`src/design/rv_isa_pkg.sv`:
```
`default_nettype none

package rv_isa_pkg;

  // Base and atomic major opcodes
  localparam logic [6:0] load_op   = 7'b0000011;
  localparam logic [6:0] store_op  = 7'b0100011;
  localparam logic [6:0] imm_op    = 7'b0010011;
  localparam logic [6:0] reg_op    = 7'b0110011;
  localparam logic [6:0] branch_op = 7'b1100011;
  localparam logic [6:0] jal_op    = 7'b1101111;
  localparam logic [6:0] jalr_op   = 7'b1100111;
  localparam logic [6:0] atomic_op = 7'b0101111;

  localparam logic [4:0] alu_add_op = 5'b00000;

  // Codes 0 to 7 carry funct3 of a conditional branch
  localparam logic [3:0] branch_jal  = 4'b1000;
  localparam logic [3:0] branch_jalr = 4'b1001;
  localparam logic [3:0] branch_none = 4'b1111;

  localparam logic [4:0] atomic_no_op = 5'b11111; // Not a valid AMO funct5

  // A fetch word seen as one instruction or as two halfwords
  typedef union packed {
    logic [31:0]      full;
    logic [1:0][15:0] half; // Index 0 is the low half
  } fetch_word_t;

endpackage

`default_nettype wire

```
`src/design/flow_pkg.sv`:
```
`default_nettype none

package flow_pkg;

  localparam int unsigned buffer_depth = 4;

  // Pointers wrap on their own since the depth is a power of two
  localparam int unsigned ptr_width = 2;

  // Counts 0 to buffer_depth inclusive
  localparam int unsigned credit_width = 3;

endpackage

`default_nettype wire

```
`src/design/fetch_unit.sv`:
```
`timescale 1ns/10ps
`default_nettype none

module fetch_unit
  import rv_isa_pkg::*, flow_pkg::*;
(
  input  wire               clk,
  input  wire               reset,
  input  wire               fetch_valid,
  input  fetch_word_t       fetch_word,
  output logic              fetch_ready,
  output logic              push,
  output logic [31:0]       push_instr,
  input  wire               credit_return
);

  logic [credit_width-1:0] credits;
  logic                    pending;
  logic [15:0]             pending_half;
  logic                    accept;
  logic                    spend;

  // A pending high half blocks new words until it has been pushed
  assign fetch_ready = !pending && (credits != '0);
  assign accept = fetch_valid && fetch_ready;
  assign spend = (pending || accept) && (credits != '0);

  always_ff @(posedge clk) begin
    if (reset) begin
      credits <= credit_width'(buffer_depth);
      pending <= 1'b0;
      push <= 1'b0;
    end else begin
      credits <= credits - credit_width'(spend) + credit_width'(credit_return);
      push <= spend;
      if (pending && spend) begin
        pending <= 1'b0;
      end else if (accept && fetch_word.half[0][1:0] != 2'b11) begin
        pending <= (fetch_word.half[1] != 16'h0000); // Zero upper half is padding
      end
    end
  end

  always_ff @(posedge clk) begin
    if (pending) begin
      if (spend) push_instr <= {16'h0000, pending_half};
    end else if (accept) begin
      if (fetch_word.half[0][1:0] == 2'b11) begin
        push_instr <= fetch_word.full;
      end else begin
        push_instr <= {16'h0000, fetch_word.half[0]};
        pending_half <= fetch_word.half[1];
      end
    end
  end

endmodule

`default_nettype wire

```
`src/design/instr_buffer.sv`:
```
`timescale 1ns/10ps
`default_nettype none

module instr_buffer
  import flow_pkg::*;
(
  input  wire         clk,
  input  wire         reset,
  input  wire         push,
  input  wire  [31:0] push_instr,
  output logic        head_valid,
  output logic [31:0] head_instr,
  input  wire         pop,
  output logic        credit_return
);

  logic [31:0]             mem [0:buffer_depth-1];
  logic [ptr_width-1:0]    wr_ptr;
  logic [ptr_width-1:0]    rd_ptr;
  logic [credit_width-1:0] count;

  assign head_valid = (count != '0);
  assign head_instr = mem[rd_ptr];

  always_ff @(posedge clk) begin
    if (reset) begin
      wr_ptr <= '0;
      rd_ptr <= '0;
      count <= '0;
      credit_return <= 1'b0;
    end else begin
      if (push) wr_ptr <= wr_ptr + 1'b1;
      if (pop) rd_ptr <= rd_ptr + 1'b1;
      case ({push, pop})
        2'b10: count <= count + 1'b1;
        2'b01: count <= count - 1'b1;
        default: count <= count;
      endcase
      // One credit goes back for every entry freed
      credit_return <= pop;
    end
  end

  always_ff @(posedge clk) begin
    if (push) mem[wr_ptr] <= push_instr;
  end

endmodule

`default_nettype wire

```
`src/design/decoder.sv`:
```
`timescale 1ns/10ps
`default_nettype none

module decoder
  import rv_isa_pkg::*;
(
  input  wire  [31:0] instruction,
  output logic [4:0]  rs1,
  output logic [4:0]  rs2,
  output logic [4:0]  rd,
  output logic [31:0] immediate,
  output logic        alu_use_rs2,
  output logic [4:0]  alu_op,
  output logic        reg_write,
  output logic        mem_write,
  output logic        mem_read,
  output logic [2:0]  mem_op_length,
  output logic [3:0]  branch_type,
  output logic [4:0]  atomic_op,
  output logic        is_compact
);

  logic [2:0] funct3;
  logic [6:0] opcode;

  assign funct3 = instruction[14:12];
  assign opcode = instruction[6:0];
  assign is_compact = (opcode[1:0] != 2'b11) && (instruction != 32'h0000_0000);
  assign mem_op_length = funct3;

  always_comb begin
    if (!is_compact) begin
      rs1 = instruction[19:15];
      rs2 = instruction[24:20];
      rd = instruction[11:7];
      reg_write = (opcode == load_op) || (opcode == reg_op) || (opcode == imm_op) ||
                  (opcode == rv_isa_pkg::atomic_op) || (opcode == jalr_op) ||
                  (opcode == jal_op);
      mem_read = (opcode == load_op) || (opcode == rv_isa_pkg::atomic_op);
      mem_write = (opcode == store_op) || (opcode == rv_isa_pkg::atomic_op);
      alu_use_rs2 = (opcode == reg_op);

      if (opcode == load_op || opcode == store_op || opcode == rv_isa_pkg::atomic_op) begin
        alu_op = alu_add_op; // Address is base plus offset
      end else if (opcode == imm_op && funct3 != 3'b101) begin
        alu_op = {2'b00, funct3};
      end else begin
        alu_op = {instruction[25], instruction[30], funct3};
      end

      if (opcode == imm_op && funct3 == 3'b101) begin
        immediate = {27'd0, instruction[24:20]}; // Shift amount only
      end else if (opcode == store_op) begin
        immediate = {{20{instruction[31]}}, instruction[31:25], instruction[11:7]};
      end else if (opcode == branch_op) begin
        immediate = {{19{instruction[31]}}, instruction[31], instruction[7],
                     instruction[30:25], instruction[11:8], 1'b0};
      end else if (opcode == rv_isa_pkg::atomic_op) begin
        immediate = 32'd0;
      end else if (opcode == jal_op) begin
        immediate = {{11{instruction[31]}}, instruction[31], instruction[19:12],
                     instruction[20], instruction[30:21], 1'b0};
      end else begin
        immediate = {{20{instruction[31]}}, instruction[31:20]};
      end

      if (opcode == branch_op) begin
        branch_type = {1'b0, funct3};
      end else if (opcode == jal_op) begin
        branch_type = branch_jal;
      end else if (opcode == jalr_op) begin
        branch_type = branch_jalr;
      end else begin
        branch_type = branch_none;
      end

      atomic_op = (opcode == rv_isa_pkg::atomic_op) ? instruction[31:27] : atomic_no_op;
    end else begin
      // Every compact instruction is treated as rd = rs1 + rs2
      rs1 = instruction[11:7];
      rs2 = instruction[6:2];
      rd = instruction[11:7];
      reg_write = 1'b1;
      mem_read = 1'b0;
      mem_write = 1'b0;
      alu_use_rs2 = 1'b1;
      alu_op = alu_add_op;
      immediate = 32'd0;
      branch_type = branch_none;
      atomic_op = atomic_no_op;
    end
  end

endmodule

`default_nettype wire

```
`src/design/decode_stage.sv`:
```
`timescale 1ns/10ps
`default_nettype none

module decode_stage (
  input  wire         clk,
  input  wire         reset,
  input  wire         head_valid,
  input  wire  [31:0] head_instr,
  output logic        pop,
  output logic        out_valid,
  input  wire         out_ready,
  output logic [4:0]  rs1,
  output logic [4:0]  rs2,
  output logic [4:0]  rd,
  output logic [31:0] immediate,
  output logic        alu_use_rs2,
  output logic [4:0]  alu_op,
  output logic        reg_write,
  output logic        mem_write,
  output logic        mem_read,
  output logic [2:0]  mem_op_length,
  output logic [3:0]  branch_type,
  output logic [4:0]  atomic_op,
  output logic        is_compact
);

  logic [4:0]  dec_rs1;
  logic [4:0]  dec_rs2;
  logic [4:0]  dec_rd;
  logic [31:0] dec_immediate;
  logic        dec_alu_use_rs2;
  logic [4:0]  dec_alu_op;
  logic        dec_reg_write;
  logic        dec_mem_write;
  logic        dec_mem_read;
  logic [2:0]  dec_mem_op_length;
  logic [3:0]  dec_branch_type;
  logic [4:0]  dec_atomic_op;
  logic        dec_is_compact;

  decoder u_decoder (
    .instruction  (head_instr),
    .rs1          (dec_rs1),
    .rs2          (dec_rs2),
    .rd           (dec_rd),
    .immediate    (dec_immediate),
    .alu_use_rs2  (dec_alu_use_rs2),
    .alu_op       (dec_alu_op),
    .reg_write    (dec_reg_write),
    .mem_write    (dec_mem_write),
    .mem_read     (dec_mem_read),
    .mem_op_length(dec_mem_op_length),
    .branch_type  (dec_branch_type),
    .atomic_op    (dec_atomic_op),
    .is_compact   (dec_is_compact)
  );

  // Output slot is free, or its result leaves on this edge
  assign pop = head_valid && (!out_valid || out_ready);

  always_ff @(posedge clk) begin
    if (reset) begin
      out_valid <= 1'b0;
    end else if (pop) begin
      out_valid <= 1'b1;
    end else if (out_ready) begin
      out_valid <= 1'b0;
    end
  end

  always_ff @(posedge clk) begin
    if (pop) begin
      rs1 <= dec_rs1;
      rs2 <= dec_rs2;
      rd <= dec_rd;
      immediate <= dec_immediate;
      alu_use_rs2 <= dec_alu_use_rs2;
      alu_op <= dec_alu_op;
      reg_write <= dec_reg_write;
      mem_write <= dec_mem_write;
      mem_read <= dec_mem_read;
      mem_op_length <= dec_mem_op_length;
      branch_type <= dec_branch_type;
      atomic_op <= dec_atomic_op;
      is_compact <= dec_is_compact;
    end
  end

endmodule

`default_nettype wire

```
`src/design/decode_top.sv`:
```
`timescale 1ns/10ps
`default_nettype none

module decode_top
  import rv_isa_pkg::*;
(
  input  wire         clk,
  input  wire         reset,
  input  wire         fetch_valid,
  input  fetch_word_t fetch_word,
  output logic        fetch_ready,
  input  wire         out_ready,
  output logic        out_valid,
  output logic [4:0]  rs1,
  output logic [4:0]  rs2,
  output logic [4:0]  rd,
  output logic [31:0] immediate,
  output logic        alu_use_rs2,
  output logic [4:0]  alu_op,
  output logic        reg_write,
  output logic        mem_write,
  output logic        mem_read,
  output logic [2:0]  mem_op_length,
  output logic [3:0]  branch_type,
  output logic [4:0]  atomic_op,
  output logic        is_compact
);

  logic        push;
  logic [31:0] push_instr;
  logic        credit_return;
  logic        head_valid;
  logic [31:0] head_instr;
  logic        pop;

  fetch_unit u_fetch_unit (
    .clk          (clk),
    .reset        (reset),
    .fetch_valid  (fetch_valid),
    .fetch_word   (fetch_word),
    .fetch_ready  (fetch_ready),
    .push         (push),
    .push_instr   (push_instr),
    .credit_return(credit_return)
  );

  instr_buffer u_instr_buffer (
    .clk          (clk),
    .reset        (reset),
    .push         (push),
    .push_instr   (push_instr),
    .head_valid   (head_valid),
    .head_instr   (head_instr),
    .pop          (pop),
    .credit_return(credit_return)
  );

  decode_stage u_decode_stage (
    .clk          (clk),
    .reset        (reset),
    .head_valid   (head_valid),
    .head_instr   (head_instr),
    .pop          (pop),
    .out_valid    (out_valid),
    .out_ready    (out_ready),
    .rs1          (rs1),
    .rs2          (rs2),
    .rd           (rd),
    .immediate    (immediate),
    .alu_use_rs2  (alu_use_rs2),
    .alu_op       (alu_op),
    .reg_write    (reg_write),
    .mem_write    (mem_write),
    .mem_read     (mem_read),
    .mem_op_length(mem_op_length),
    .branch_type  (branch_type),
    .atomic_op    (atomic_op),
    .is_compact   (is_compact)
  );

endmodule

`default_nettype wire

```
`config.mk`:
```
export PLATFORM = sky130hd
export DESIGN_NAME = decode_top
export DESIGN_NICKNAME = d
export VERILOG_FILES = /design/src/design/rv_isa_pkg.sv /design/src/design/flow_pkg.sv /design/src/design/fetch_unit.sv /design/src/design/instr_buffer.sv /design/src/design/decoder.sv /design/src/design/decode_stage.sv /design/src/design/decode_top.sv
export SDC_FILE = /design/constraint.sdc
export NUM_CORES = 1
export LEC_CHECK = 0
export BUFFER_PORTS_ARGS = -buffer_cell sky130_fd_sc_hd__buf_4
export CAP_MARGIN = 15
export CORE_MARGIN = 1
export CORE_UTILIZATION = 45
export CTS_CLUSTER_SIZE = 14
export DETAILED_ROUTE_END_ITERATION = 12
export GPL_TIMING_DRIVEN = 1
export SLEW_MARGIN = 20
export SYNTH_ARGS = -nofsm -noshare
export SYNTH_HDL_FRONTEND = slang
export SYNTH_HIERARCHICAL = 1
export SYNTH_SLANG_ARGS = --single-unit
```
`constraint.sdc`:
```
create_clock -name clk -period 11.41 [get_ports clk]
set_clock_uncertainty 0.2 [all_clocks]
set_input_delay 2.282 -clock clk [delete_from_list [all_inputs] [get_ports clk]]
set_output_delay 2.282 -clock clk [all_outputs]
set_load 0.005 [all_outputs]
```
# [Yosys cells after proc, flatten, opt, wreduce, memory -nomap -nowiden]
# Memories as Yosys holds them, arrays and structs flattened. A register that Yosys moved wholly into a read port is not among the register bits.
# Cells that the tools add are included.
[totals] register_bits=131 ram_bits=128 input_bits=36 wordCells=108 memories=1
[op_classes] add_sub_neg=6 n_eq_ne=16 mux=21 bitwise_logic=3 reduce_logical=36
[memory_table] memory="u_instr_buffer.mem" depth=4 width=32 rd=1 rd_clocked_by_memory_dff=1 write_ports=1 line="instr_buffer.sv:17" source="logic [31:0] mem [0:buffer_depth-1];"
[ops] operator="$mux W32" n=7
[ops] operator="$reduce_bool A32 Y1" n=1
[ops] operator="$eq A7 B6 Y1 const B" n=3
[ops] operator="$eq A7 B7 Y1 const B" n=3
[ops] operator="$mux W20" n=1
[ops] operator="$reduce_bool A16 Y1" n=1
[ops] operator="$mux W5" n=3
[ops] operator="$logic_or A1 B1 Y1" n=11
[ops] operator="$logic_and A1 B1 Y1" n=9
[ops] operator="$reduce_or A2 Y1" n=4
[ops] operator="$eq A7 B2 Y1 const B" n=1
[ops] operator="$eq A7 B5 Y1 const B" n=1
[ops] operator="$mux W3" n=2
[ops] operator="$ne A2 B2 Y1 const B" n=3
[ops] operator="$pmux W3 S2" n=1
[ops] operator="$reduce_bool A2 Y1" n=3
[ops] operator="$reduce_bool A3 Y1" n=2
[ops] operator="$add A2 B1 Y2 const B" n=2
[ops] operator="$eq A2 B2 Y1 const B" n=2
[ops] operator="$mux W1" n=4
[ops] operator="$mux W2" n=2
[ops] operator="$mux W4" n=1
[ops] operator="$add A3 B1 Y3" n=1
[ops] operator="$add A3 B1 Y3 const B" n=1
[ops] operator="other kinds (10)" n=13

# [Depth between registers and ports, before layout]
# Gate-level depths: netlist of the first run.
[depth] ltp_word=7 ltp_mapped=11 mapped_depth_nobuf=9

# [Cells and area by module]
# Netlist of the first run, hierarchy kept.
[by_module_without_submodules] module="instr_buffer" n_inst=1 cells_per_inst=215 area_per_inst_um2=5113.7 seq_area_each_um2=4043.9
[by_module_without_submodules] module="decode_stage" n_inst=1 cells_per_inst=74 area_per_inst_um2=2127.0 seq_area_each_um2=2092.0
[by_module_without_submodules] module="fetch_unit" n_inst=1 cells_per_inst=119 area_per_inst_um2=2064.5 seq_area_each_um2=1541.5
[by_module_without_submodules] module="decoder" n_inst=1 cells_per_inst=149 area_per_inst_um2=1003.5 seq_area_each_um2=0.0

# [Worst setup path after synthesis of the first run]
# No wires, ideal clock.
[synth_path] kind="input port to flip-flop" start="input out_ready" end="register u_instr_buffer.count[2]" setup_ps=70 arrival_ps=4294 required_ps=11140 slack_ps=6845 stages=8 path_buffers=0 cell_sequence="nand2b_4 -> and2_4 -> ha_1 -> inv_1 -> fa_1 -> xor2_1 -> or3_1 -> a21oi_1"
[synth_via] elab_chain_cells=4 elab_cells_between_ends=6 cone_classes="2 x eq/ne; 1 x mux; 3 x reduce/logical"
[synth_rtl] element="start, declared" line="decode_top.sv:12" source="input wire out_ready,"
[synth_rtl] element="$logic_or A1 B1 Y1 *" line="decode_stage.sv:59" source="assign pop = head_valid && (!out_valid || out_ready);"
[synth_rtl] element="$logic_and A1 B1 Y1 *" line="decode_stage.sv:59"
[synth_rtl] element="net pop" line="decode_top.sv:34" source="logic pop;"
[synth_rtl] element="$eq A2 B1 Y1 / $eq A2 B2 Y1 (equally long branches)" line="instr_buffer.sv:34" source="case ({push, pop})"
[synth_rtl] element="$pmux W3 S2 / $reduce_bool A2 Y1 (equally long branches)"
[synth_rtl] element="end signal, assigned" line="instr_buffer.sv:35" source="2'b10: count <= count + 1'b1;"
[synth_rtl] element="end signal, assigned" line="instr_buffer.sv:36" source="2'b01: count <= count - 1'b1;"
[synth_rtl] element="end signal, assigned" line="instr_buffer.sv:37" source="default: count <= count;"
[synth_rtl] element="end, declared" line="instr_buffer.sv:20" source="logic [credit_width-1:0] count;"
# The timed path passes the listed nets; every way through them passes the cells marked *.
# A chain may end at the register's enable or synchronous reset.

# [Final worst setup path of the first run]
# Ends and elaborated chain as after synthesis.

==> results of run 1 <==
worst max-delay path: stages:
cell,delay [ns]
buf_4,0.08
nand2b_4,0.11
and2_4,0.73
ha_1,0.33
inv_1,0.06
fa_1,0.37
xor2_1,0.18
or3_1,0.31
a21oi_1,0.14
state kept, by name, indices dropped and copies added, names as in the netlist, 3 cells and up, named ones only:
register,count
u_decode_stage/branch_type,4
u_decode_stage/alu_op,5
u_fetch_unit/push_instr,32
u_decode_stage/atomic_op,5
u_instr_buffer/count,3
u_decode_stage/rs2,5
u_decode_stage/rs1,5
u_fetch_unit/credits,3
u_instr_buffer/mem,128
u_decode_stage/immediate,32
u_decode_stage/mem_op_length,3
u_fetch_unit/pending_half,16
u_decode_stage/rd,5
kinds of logic after synthesis:
kind of cell | after synthesis | synth area share
adders and majority gates | 9 | 0.01238
buffers and inverters | 56 | 0.03556
and+or+nand+nor | 133 | 0.07804
AOI/OAI and AO/OA | 32 | 0.02331
muxes | 59 | 0.1000
DFF | 261 | 0.7448
xor gates and xnor gates | 7 | 0.005947
through the flow:
step | setup slack, ns | std cells | power (W)
finish | 7.070 | 958 | 0.002977
detailed placement | 6.501 | 911 | 0.002219
global placement | 6.569 | 911 | 0.002193
global route | 6.905 | 958 | 0.003127
CTS | 6.739 | 957 | 0.003006
floorplan | 6.845 | 557 | 0.001919
area by class of cell:
cell class,count,share of cell area
clock inverters,15,0.008332
clock buffers,31,0.05749
repair buffers,111,0.06936
well taps,285,0.02968
flip-flops and latches,261,0.6392
multi-input cells,240,0.1912
inverters,15,0.004687
power groups by stage:
stage | Combinational (W) | Sequential [W] | Clock (W)
floorplan | 0.000475 | 0.00144 | 0
global placement | 0.000722 | 0.00147 | 0
detailed placement | 0.000736 | 0.00148 | 0
CTS | 0.000738 | 0.00146 | 0.000804
global route | 0.000802 | 0.00148 | 0.000841
finish | 0.000735 | 0.00146 | 0.000783
metal layers:
layer	track usage	vias to the layer above	part of all wire
met1	0.2341	2584	0.46
met3	0.02892	31	0.061
met2	0.2607	213	0.46
met4	0.04619	0	0.019
li1	-	2376	-
met5	0	-	0
cells in the final DEF (no fill, tap or decap), types with 8 or more instances in the layout:
cell / synthesis / routed
mux2_1: 10 / 10
dfxtp_1: 16 / 14
nand2_1: 19 / 19
a311oi_1: 8 / 8
mux4_2: 30 / 30
edfxtp_1: 245 / 245
inv_1: 15 / 15
mux2_2: 16 / 16
and2_1: 22 / 18
nor4_1: 19 / 18
clkbuf_16: 0 / 27
buf_4: 20 / 110
nor2_1: 22 / 21
worst max-delay path by stage:
| stage | to | slack, ns | cells past startpoint |
|---|---|---|---|
| after global routing | u_instr_buffer/count[2] | 6.90 | 9 |
| after CTS | u_decode_stage/immediate[21] | 6.74 | 7 |
| after floorplan | u_instr_buffer/count[2] | 6.85 | 8 |
| final | u_instr_buffer/count[2] | 7.07 | 9 |
| after global placement | u_instr_buffer/count[2] | 6.57 | 9 |
| after detailed placement | u_instr_buffer/count[2] | 6.50 | 9 |
==> metrics, run 1 <==
wire length of the first global-routing pass 29,770 microns; largest fanout on the critical path 73; combinational share of power 0.247; Syn-to-layout area delta 16.54%; # H-tree levels 1; core occupancy in the finished layout 0.5323; power spent charging and discharging nets 0.0008344 W; leakage dissipation 4.078 nW; Post-Syn Nets 602; headroom to the max-slew limit 0.3651; total power per unit cell area 247.8 nW/um^2; most common flop cell mapped by yosys edfxtp_1; most frequently used cell type in the post-synthesis netlist edfxtp_1; summed instance area of the synthesized netlist 10,310 sq um; Die Y 153.4 microns; share of the synthesized area in the top cell type 0.7137; worst skew pair latency 0.52 ns; Worst R2R End u_decode_stage/immediate[25]; Antenna Cells 0; number of flops mapped to enable cells by yosys 245; placed wire-length estimate after detailed placement 12,510 microns; top cell type by total area after synthesis edfxtp_1; hold-critical path endpoint u_decode_stage/out_valid; worst path required time 11.66 ns; worst reg-to-reg setup slack 7.72 ns; vias in the first global route 5,262; DRC violations left 0; Hold Violations, Final 0; vias post-DR 5,204; maximum clock frequency 230.4 MHz; buffer type at the clock tree root clkbuf_16; register cell area after layout 7680 sq um; via/cell ratio 5.432; CP startpoint out_ready; count of cells along the worst register-to-register path 8; startpoint type of the worst setup path input port; kind of end point of the critical path flip-flop; switching share of total power 0.2803; drt first pass iters 4; cell area after layout 12,010 sq um; Setup Total Neg Slack 0 ns; placeable core area 22,570 sq um; area of the die 23,520 sq um; signal arrival time at the worst endpoint 4.59 ns; worst hold path cell count 2; routed wire length per instance 19.93 microns; part of the total power dissipated in the clock network 0.263; # port buffers 106; Post-CTS Setup Bufs 0; internal power 0.002142 W; Detail Route Antenna Nets 0; DRT iter0 DRCs 275; number of nets in the layout 701; global route total overflow 0; main area contributors after synthesis edfxtp_1 71%, mux4_2 6.6%, dfxtp_1 3.1%; Final Critical Period 4.340 ns; area of the multi-input gates 2297 sq um; average size of a mapped cell 18.51 sq um; Seq/Total Area, Yosys 0.7448; number of gates resized after CTS 0; Sink Count 261; number of distinct library cells after synthesis 57; ys async rst share 0; starting density of the core 0.4567; maximum buffer depth of the clock tree 3; actual slew at the worst max-slew pin 0.9488 ns; final routed wirelength across all metal layers 19,090 microns; final worst path period share 0.3804; number of warning messages in the yosys log 6; type of the setup path with the least slack input port to flip-flop; Worst IR Drop VDD 0.1831 mV; startpoint of the tightest hold check path u_decode_stage/out_valid; #FFs+latches synth 261; Num CTS Buffers 27; status completed; number of instances in the synthesized netlist 557; Final Setup Violations 0; clock tree from TritonCTS yes; Worst Hold Margin 0.3008 ns; number of placed I/O pins 107; pin count of the biggest net entering global routing 74; post-detailed-placement cell area 11,210 sq um; reported max-cap violation count 0; initial antenna violation count 0; number of fill cells in the layout 1,831; share of cells above drive strength 1 0.3254; sequential share of power 0.490; Horiz. Die Dim 153.4 microns; RSZ-0062 raised after global routing no; Hold Crit Class flip-flop to flip-flop; Routability Congestion 0.8773; top post-synthesis cells by count 245 x edfxtp_1, 30 x mux4_2, 22 x and2_1, 22 x nor2_1, 20 x buf_4; total count of max-transition violations in the final report 0; Overall Global Routing Usage 0.1641; number of placement rows 55; hold-fix buffer count after cts 0; clock slew seen by the registers of the worst setup and hold paths 0.06 ns
Note: power is estimated with default switching activity, not from simulation.
==> inputs of run 2 (changes only) <==
--- a/config.mk
+++ b/config.mk
@@ -5,6 +5,7 @@
 export SDC_FILE = /design/constraint.sdc
 export NUM_CORES = 1
 export LEC_CHECK = 0
+export ABC_AREA = 1
 export BUFFER_PORTS_ARGS = -buffer_cell sky130_fd_sc_hd__buf_4
 export CAP_MARGIN = 15
 export CORE_MARGIN = 1
@@ -12,6 +13,7 @@
 export CTS_CLUSTER_SIZE = 14
 export DETAILED_ROUTE_END_ITERATION = 12
 export GPL_TIMING_DRIVEN = 1
+export PLACE_DENSITY = 0.66
 export SLEW_MARGIN = 20
 export SYNTH_ARGS = -nofsm -noshare
 export SYNTH_HDL_FRONTEND = slang
==> constraint.sdc (replaced) <==
create_clock -name clk -period 3.6 [get_ports clk]
set_clock_uncertainty 0.2 [all_clocks]
set_input_delay 0.72 -clock clk [delete_from_list [all_inputs] [get_ports clk]]
set_output_delay 0.72 -clock clk [all_outputs]
set_load 0.005 [all_outputs]
==> run 2 against run 1 <==
  * Global-route usage rose by 0.93 points
  * Power increased to 3.6 times the previous value
  * Area after synthesis is 3.5% higher
  * Synthesized cell count grew 55%
  * Wire length increased by 8.9%
  * Critical endpoint is now u_decode_stage/immediate[23]
==> metrics, run 2 <==
status completed (unchanged); # H-tree levels 1 (unchanged); Seq/Total Area, Yosys 0.7196 (was 0.7448); number of placement rows 55 (unchanged); share of cells above drive strength 1 0.2067 (was 0.3254); Placed Cells 1,250 (was 911); number of warning messages in the yosys log 6 (unchanged); sequential share of power 0.446 (was 0.490); Final Critical Period 3.098 ns; starting density of the core 0.4656 (was 0.4567); Post-CTS Setup Bufs 0 (unchanged); Hold Violations, Final 0 (unchanged); number of nets in the layout 1,011 (was 701); Horiz. Die Dim 156.0 microns (was 153.4 microns); Die Y 156.0 microns (was 153.4 microns); total count of max-transition violations in the final report 0 (unchanged); worst skew pair latency 0.53 ns (was 0.52 ns); critical path capture point u_decode_stage/immediate[23] (was u_instr_buffer/count[2]); Top Registers u_instr_buffer/mem x128, u_decode_stage/immediate x32, u_fetch_unit/push_instr x32 (unchanged); initial antenna violation count 0 (unchanged); #FFs+latches synth 261 (unchanged); DRT iter0 DRCs 427 (was 275); Sink Count 261 (unchanged); Routability Congestion 0.8864 (was 0.8773); Setup Total Neg Slack 0 ns (unchanged); DRC violations left 0 (unchanged); most frequently used cell type in the post-synthesis netlist edfxtp_1 (unchanged); via/cell ratio 4.962 (was 5.432); Worst Hold Margin 0.1862 ns (was 0.3008 ns); flip-flop count of the largest register after layout 128 (unchanged); cell area after layout 12,460 sq um (was 12,010 sq um); post-detailed-placement cell area 11,620 sq um (was 11,210 sq um); vias in the first global route 6,224 (was 5,262); signal arrival time at the worst endpoint 3.17 ns (was 4.59 ns); post-layout instance count excluding filler cells 1,300 (was 958); number of flops mapped to enable cells by yosys 245 (unchanged); Hold Crit Class input port to flip-flop (was flip-flop to flip-flop); Post-Syn Nets 909 (was 602); maximum buffer depth of the clock tree 3 (unchanged); average size of a mapped cell 12.35 sq um (was 18.51 sq um); startpoint of the tightest hold check path fetch_word[16] (was u_decode_stage/out_valid); type of the setup path with the least slack flip-flop to flip-flop (was input port to flip-flop); placeable core area 22,920 sq um (was 22,570 sq um); leading cell types in the layout, fill and taps excluded 245 x edfxtp_1, 144 x nand2_1, 142 x nor2_1 (was 245 x edfxtp_1, 110 x buf_4, 30 x mux4_2); largest fanout on the critical path 17 (was 73); placement-stage worst setup slack 0.3442 ns (was 6.501 ns); final worst path period share 0.8605; Num CTS Buffers 27 (unchanged); pin count of the biggest net entering global routing 73 (was 74); vias post-DR 6,450 (was 5,204); buffer type at the clock tree root clkbuf_16 (unchanged); Worst R2R End u_decode_stage/immediate[23] (was u_decode_stage/immediate[25]); switching share of total power 0.3352 (was 0.2803); actual slew at the worst max-slew pin 0.9181 ns (was 0.9488 ns); # port buffers 106 (unchanged); summed instance area of the synthesized netlist 10,670 sq um (was 10,310 sq um); final routed wirelength across all metal layers 20,780 microns (was 19,090 microns); RSZ-0062 raised after global routing no (unchanged); Worst IR Drop VDD 0.6564 mV (was 0.1831 mV); reported max-cap violation count 0 (unchanged); combinational share of power 0.311 (was 0.247); worst reg-to-reg setup slack 0.50 ns (was 7.72 ns); main area contributors after synthesis edfxtp_1 69%, nand2_1 5.1%, nor2_1 5.0% (was edfxtp_1 71%, mux4_2 6.6%, dfxtp_1 3.1%); wire length of the first global-routing pass 32,660 microns (was 29,770 microns); ys async rst share 0 (unchanged); routed wire length per instance 15.99 microns (was 19.93 microns); placed wire-length estimate after detailed placement 13,820 microns (was 12,510 microns); number of instances in the synthesized netlist 864 (was 557); Final Setup Violations 0 (unchanged); count of cells along the worst register-to-register path 9 (was 8); maximum clock frequency 322.8 MHz; Antenna Cells 0 (unchanged); worst path required time 3.67 ns (was 11.66 ns); part of the total power dissipated in the clock network 0.244 (was 0.263); register containing the most flip-flops in the final layout u_instr_buffer/mem (unchanged); clock slew seen by the registers of the worst setup and hold paths 0.06 ns (about the same); leakage dissipation 4.841 nW (was 4.078 nW); Syn-to-layout area delta 16.78% (was 16.54%); area of the die 24,330 sq um (was 23,520 sq um); most common flop cell mapped by yosys edfxtp_1 (unchanged); number of placed I/O pins 107 (unchanged); startpoint type of the worst setup path flip-flop (was input port); smallest setup slack after layout 0.5022 ns (was 7.070 ns); power spent charging and discharging nets 0.003584 W (was 0.0008344 W); top cell type by total area after synthesis edfxtp_1 (unchanged); drt first pass iters 5 (was 4); number of distinct library cells after synthesis 34 (was 57); share of the synthesized area in the top cell type 0.6896 (was 0.7137); total power per unit cell area 858.1 nW/um^2 (was 247.8 nW/um^2); most common cell after layout, fill and taps aside edfxtp_1 (unchanged); Overall Global Routing Usage 0.1734 (was 0.1641); Detail Route Antenna Nets 0 (unchanged); internal power 0.007107 W (was 0.002142 W); headroom to the max-slew limit 0.3880 (was 0.3651); kind of end point of the critical path flip-flop (unchanged); global route total overflow 0 (unchanged); top post-synthesis cells by count 245 x edfxtp_1, 144 x nand2_1, 143 x nor2_1, 61 x inv_1, 46 x o21ai_0 (was 245 x edfxtp_1, 30 x mux4_2, 22 x and2_1, 22 x nor2_1, 20 x buf_4); clock tree from TritonCTS yes (unchanged)
==> run 2: how the worst min path moves through the flow <==
stage                                         to  slack, ns  cells after the start
CTS                 u_fetch_unit/pending_half[0]       0.17                      1
finish              u_fetch_unit/pending_half[0]       0.19                      1
floorplan                              flip-flop       0.21                      1
global placement        u_instr_buffer/rd_ptr[1]       0.23                      1
detailed placement                     flip-flop       0.24                      1
global route        u_fetch_unit/pending_half[2]       0.18                      1
==> run 2: metal layers <==
metal | vias up | wire (microns) | GRT usage
li1 | 3175 | - | -
met1 | 3009 | 9421 | 0.2364
met2 | 226 | 9535 | 0.2827
met3 | 40 | 1197 | 0.02694
met4 | 0 | 627 | 0.06069
met5 | - | 0 | 0
==> run 2: critical path: stages, from the launching register on <==
cell,delay (ns)
dfxtp_2,0.57
buf_4,0.26
o21ai_0,0.10
o22ai_1,0.47
inv_1,0.19
nand2_1,0.14
nor3_2,0.07
nand2_2,0.19
nand2_1,0.20
nor2_2,0.43
==> run 2: cells by family (layout without fill, tap and decap cells) <==
group / after synthesis / in the layout / share of synthesized area
simple gates: 352 / 352 / 0.1420
buf+inv: 117 / 240 / 0.06098
flops: 261 / 261 / 0.7196
fa+ha+maj: 9 / 9 / 0.01196
compound gates: 124 / 124 / 0.06462
xor+xnor: 1 / 1 / 0.0008211
==> run 2: what timing repair did <==
item,CTS,global route
endpoints found under the hold margin,0,0
endpoints found under the setup margin,0,12
resized for setup,0,1
hold buffers,0,0
==> run 2: power by group through the flow <==
stage	logic, W	registers, W	clock network [W]
finish	0.00332	0.00476	0.00260
global route	0.00372	0.00484	0.00276
CTS	0.00333	0.00478	0.00266
detailed placement	0.00332	0.00484	0
global placement	0.00326	0.00483	0
floorplan	0.00226	0.00477	0
==> run 2: stage by stage <==
step | util | total power (W)
global route | 0.5437 | 0.01132
CTS | 0.5436 | 0.01077
finish | 0.5437 | 0.01069
floorplan | - | 0.007030
global placement | 0.5069 | 0.008086
detailed placement | 0.5069 | 0.008162
==> run 2: cell type report <==
type	count	area (sq um)
sequential	261	7679
timing repair buffer	123	923.4
multi-input combinational	486	2359
tap	313	391.6
clock inverter	15	115.1
clock buffer	35	725.7
inverter	67	266.5
fill	1954	10460
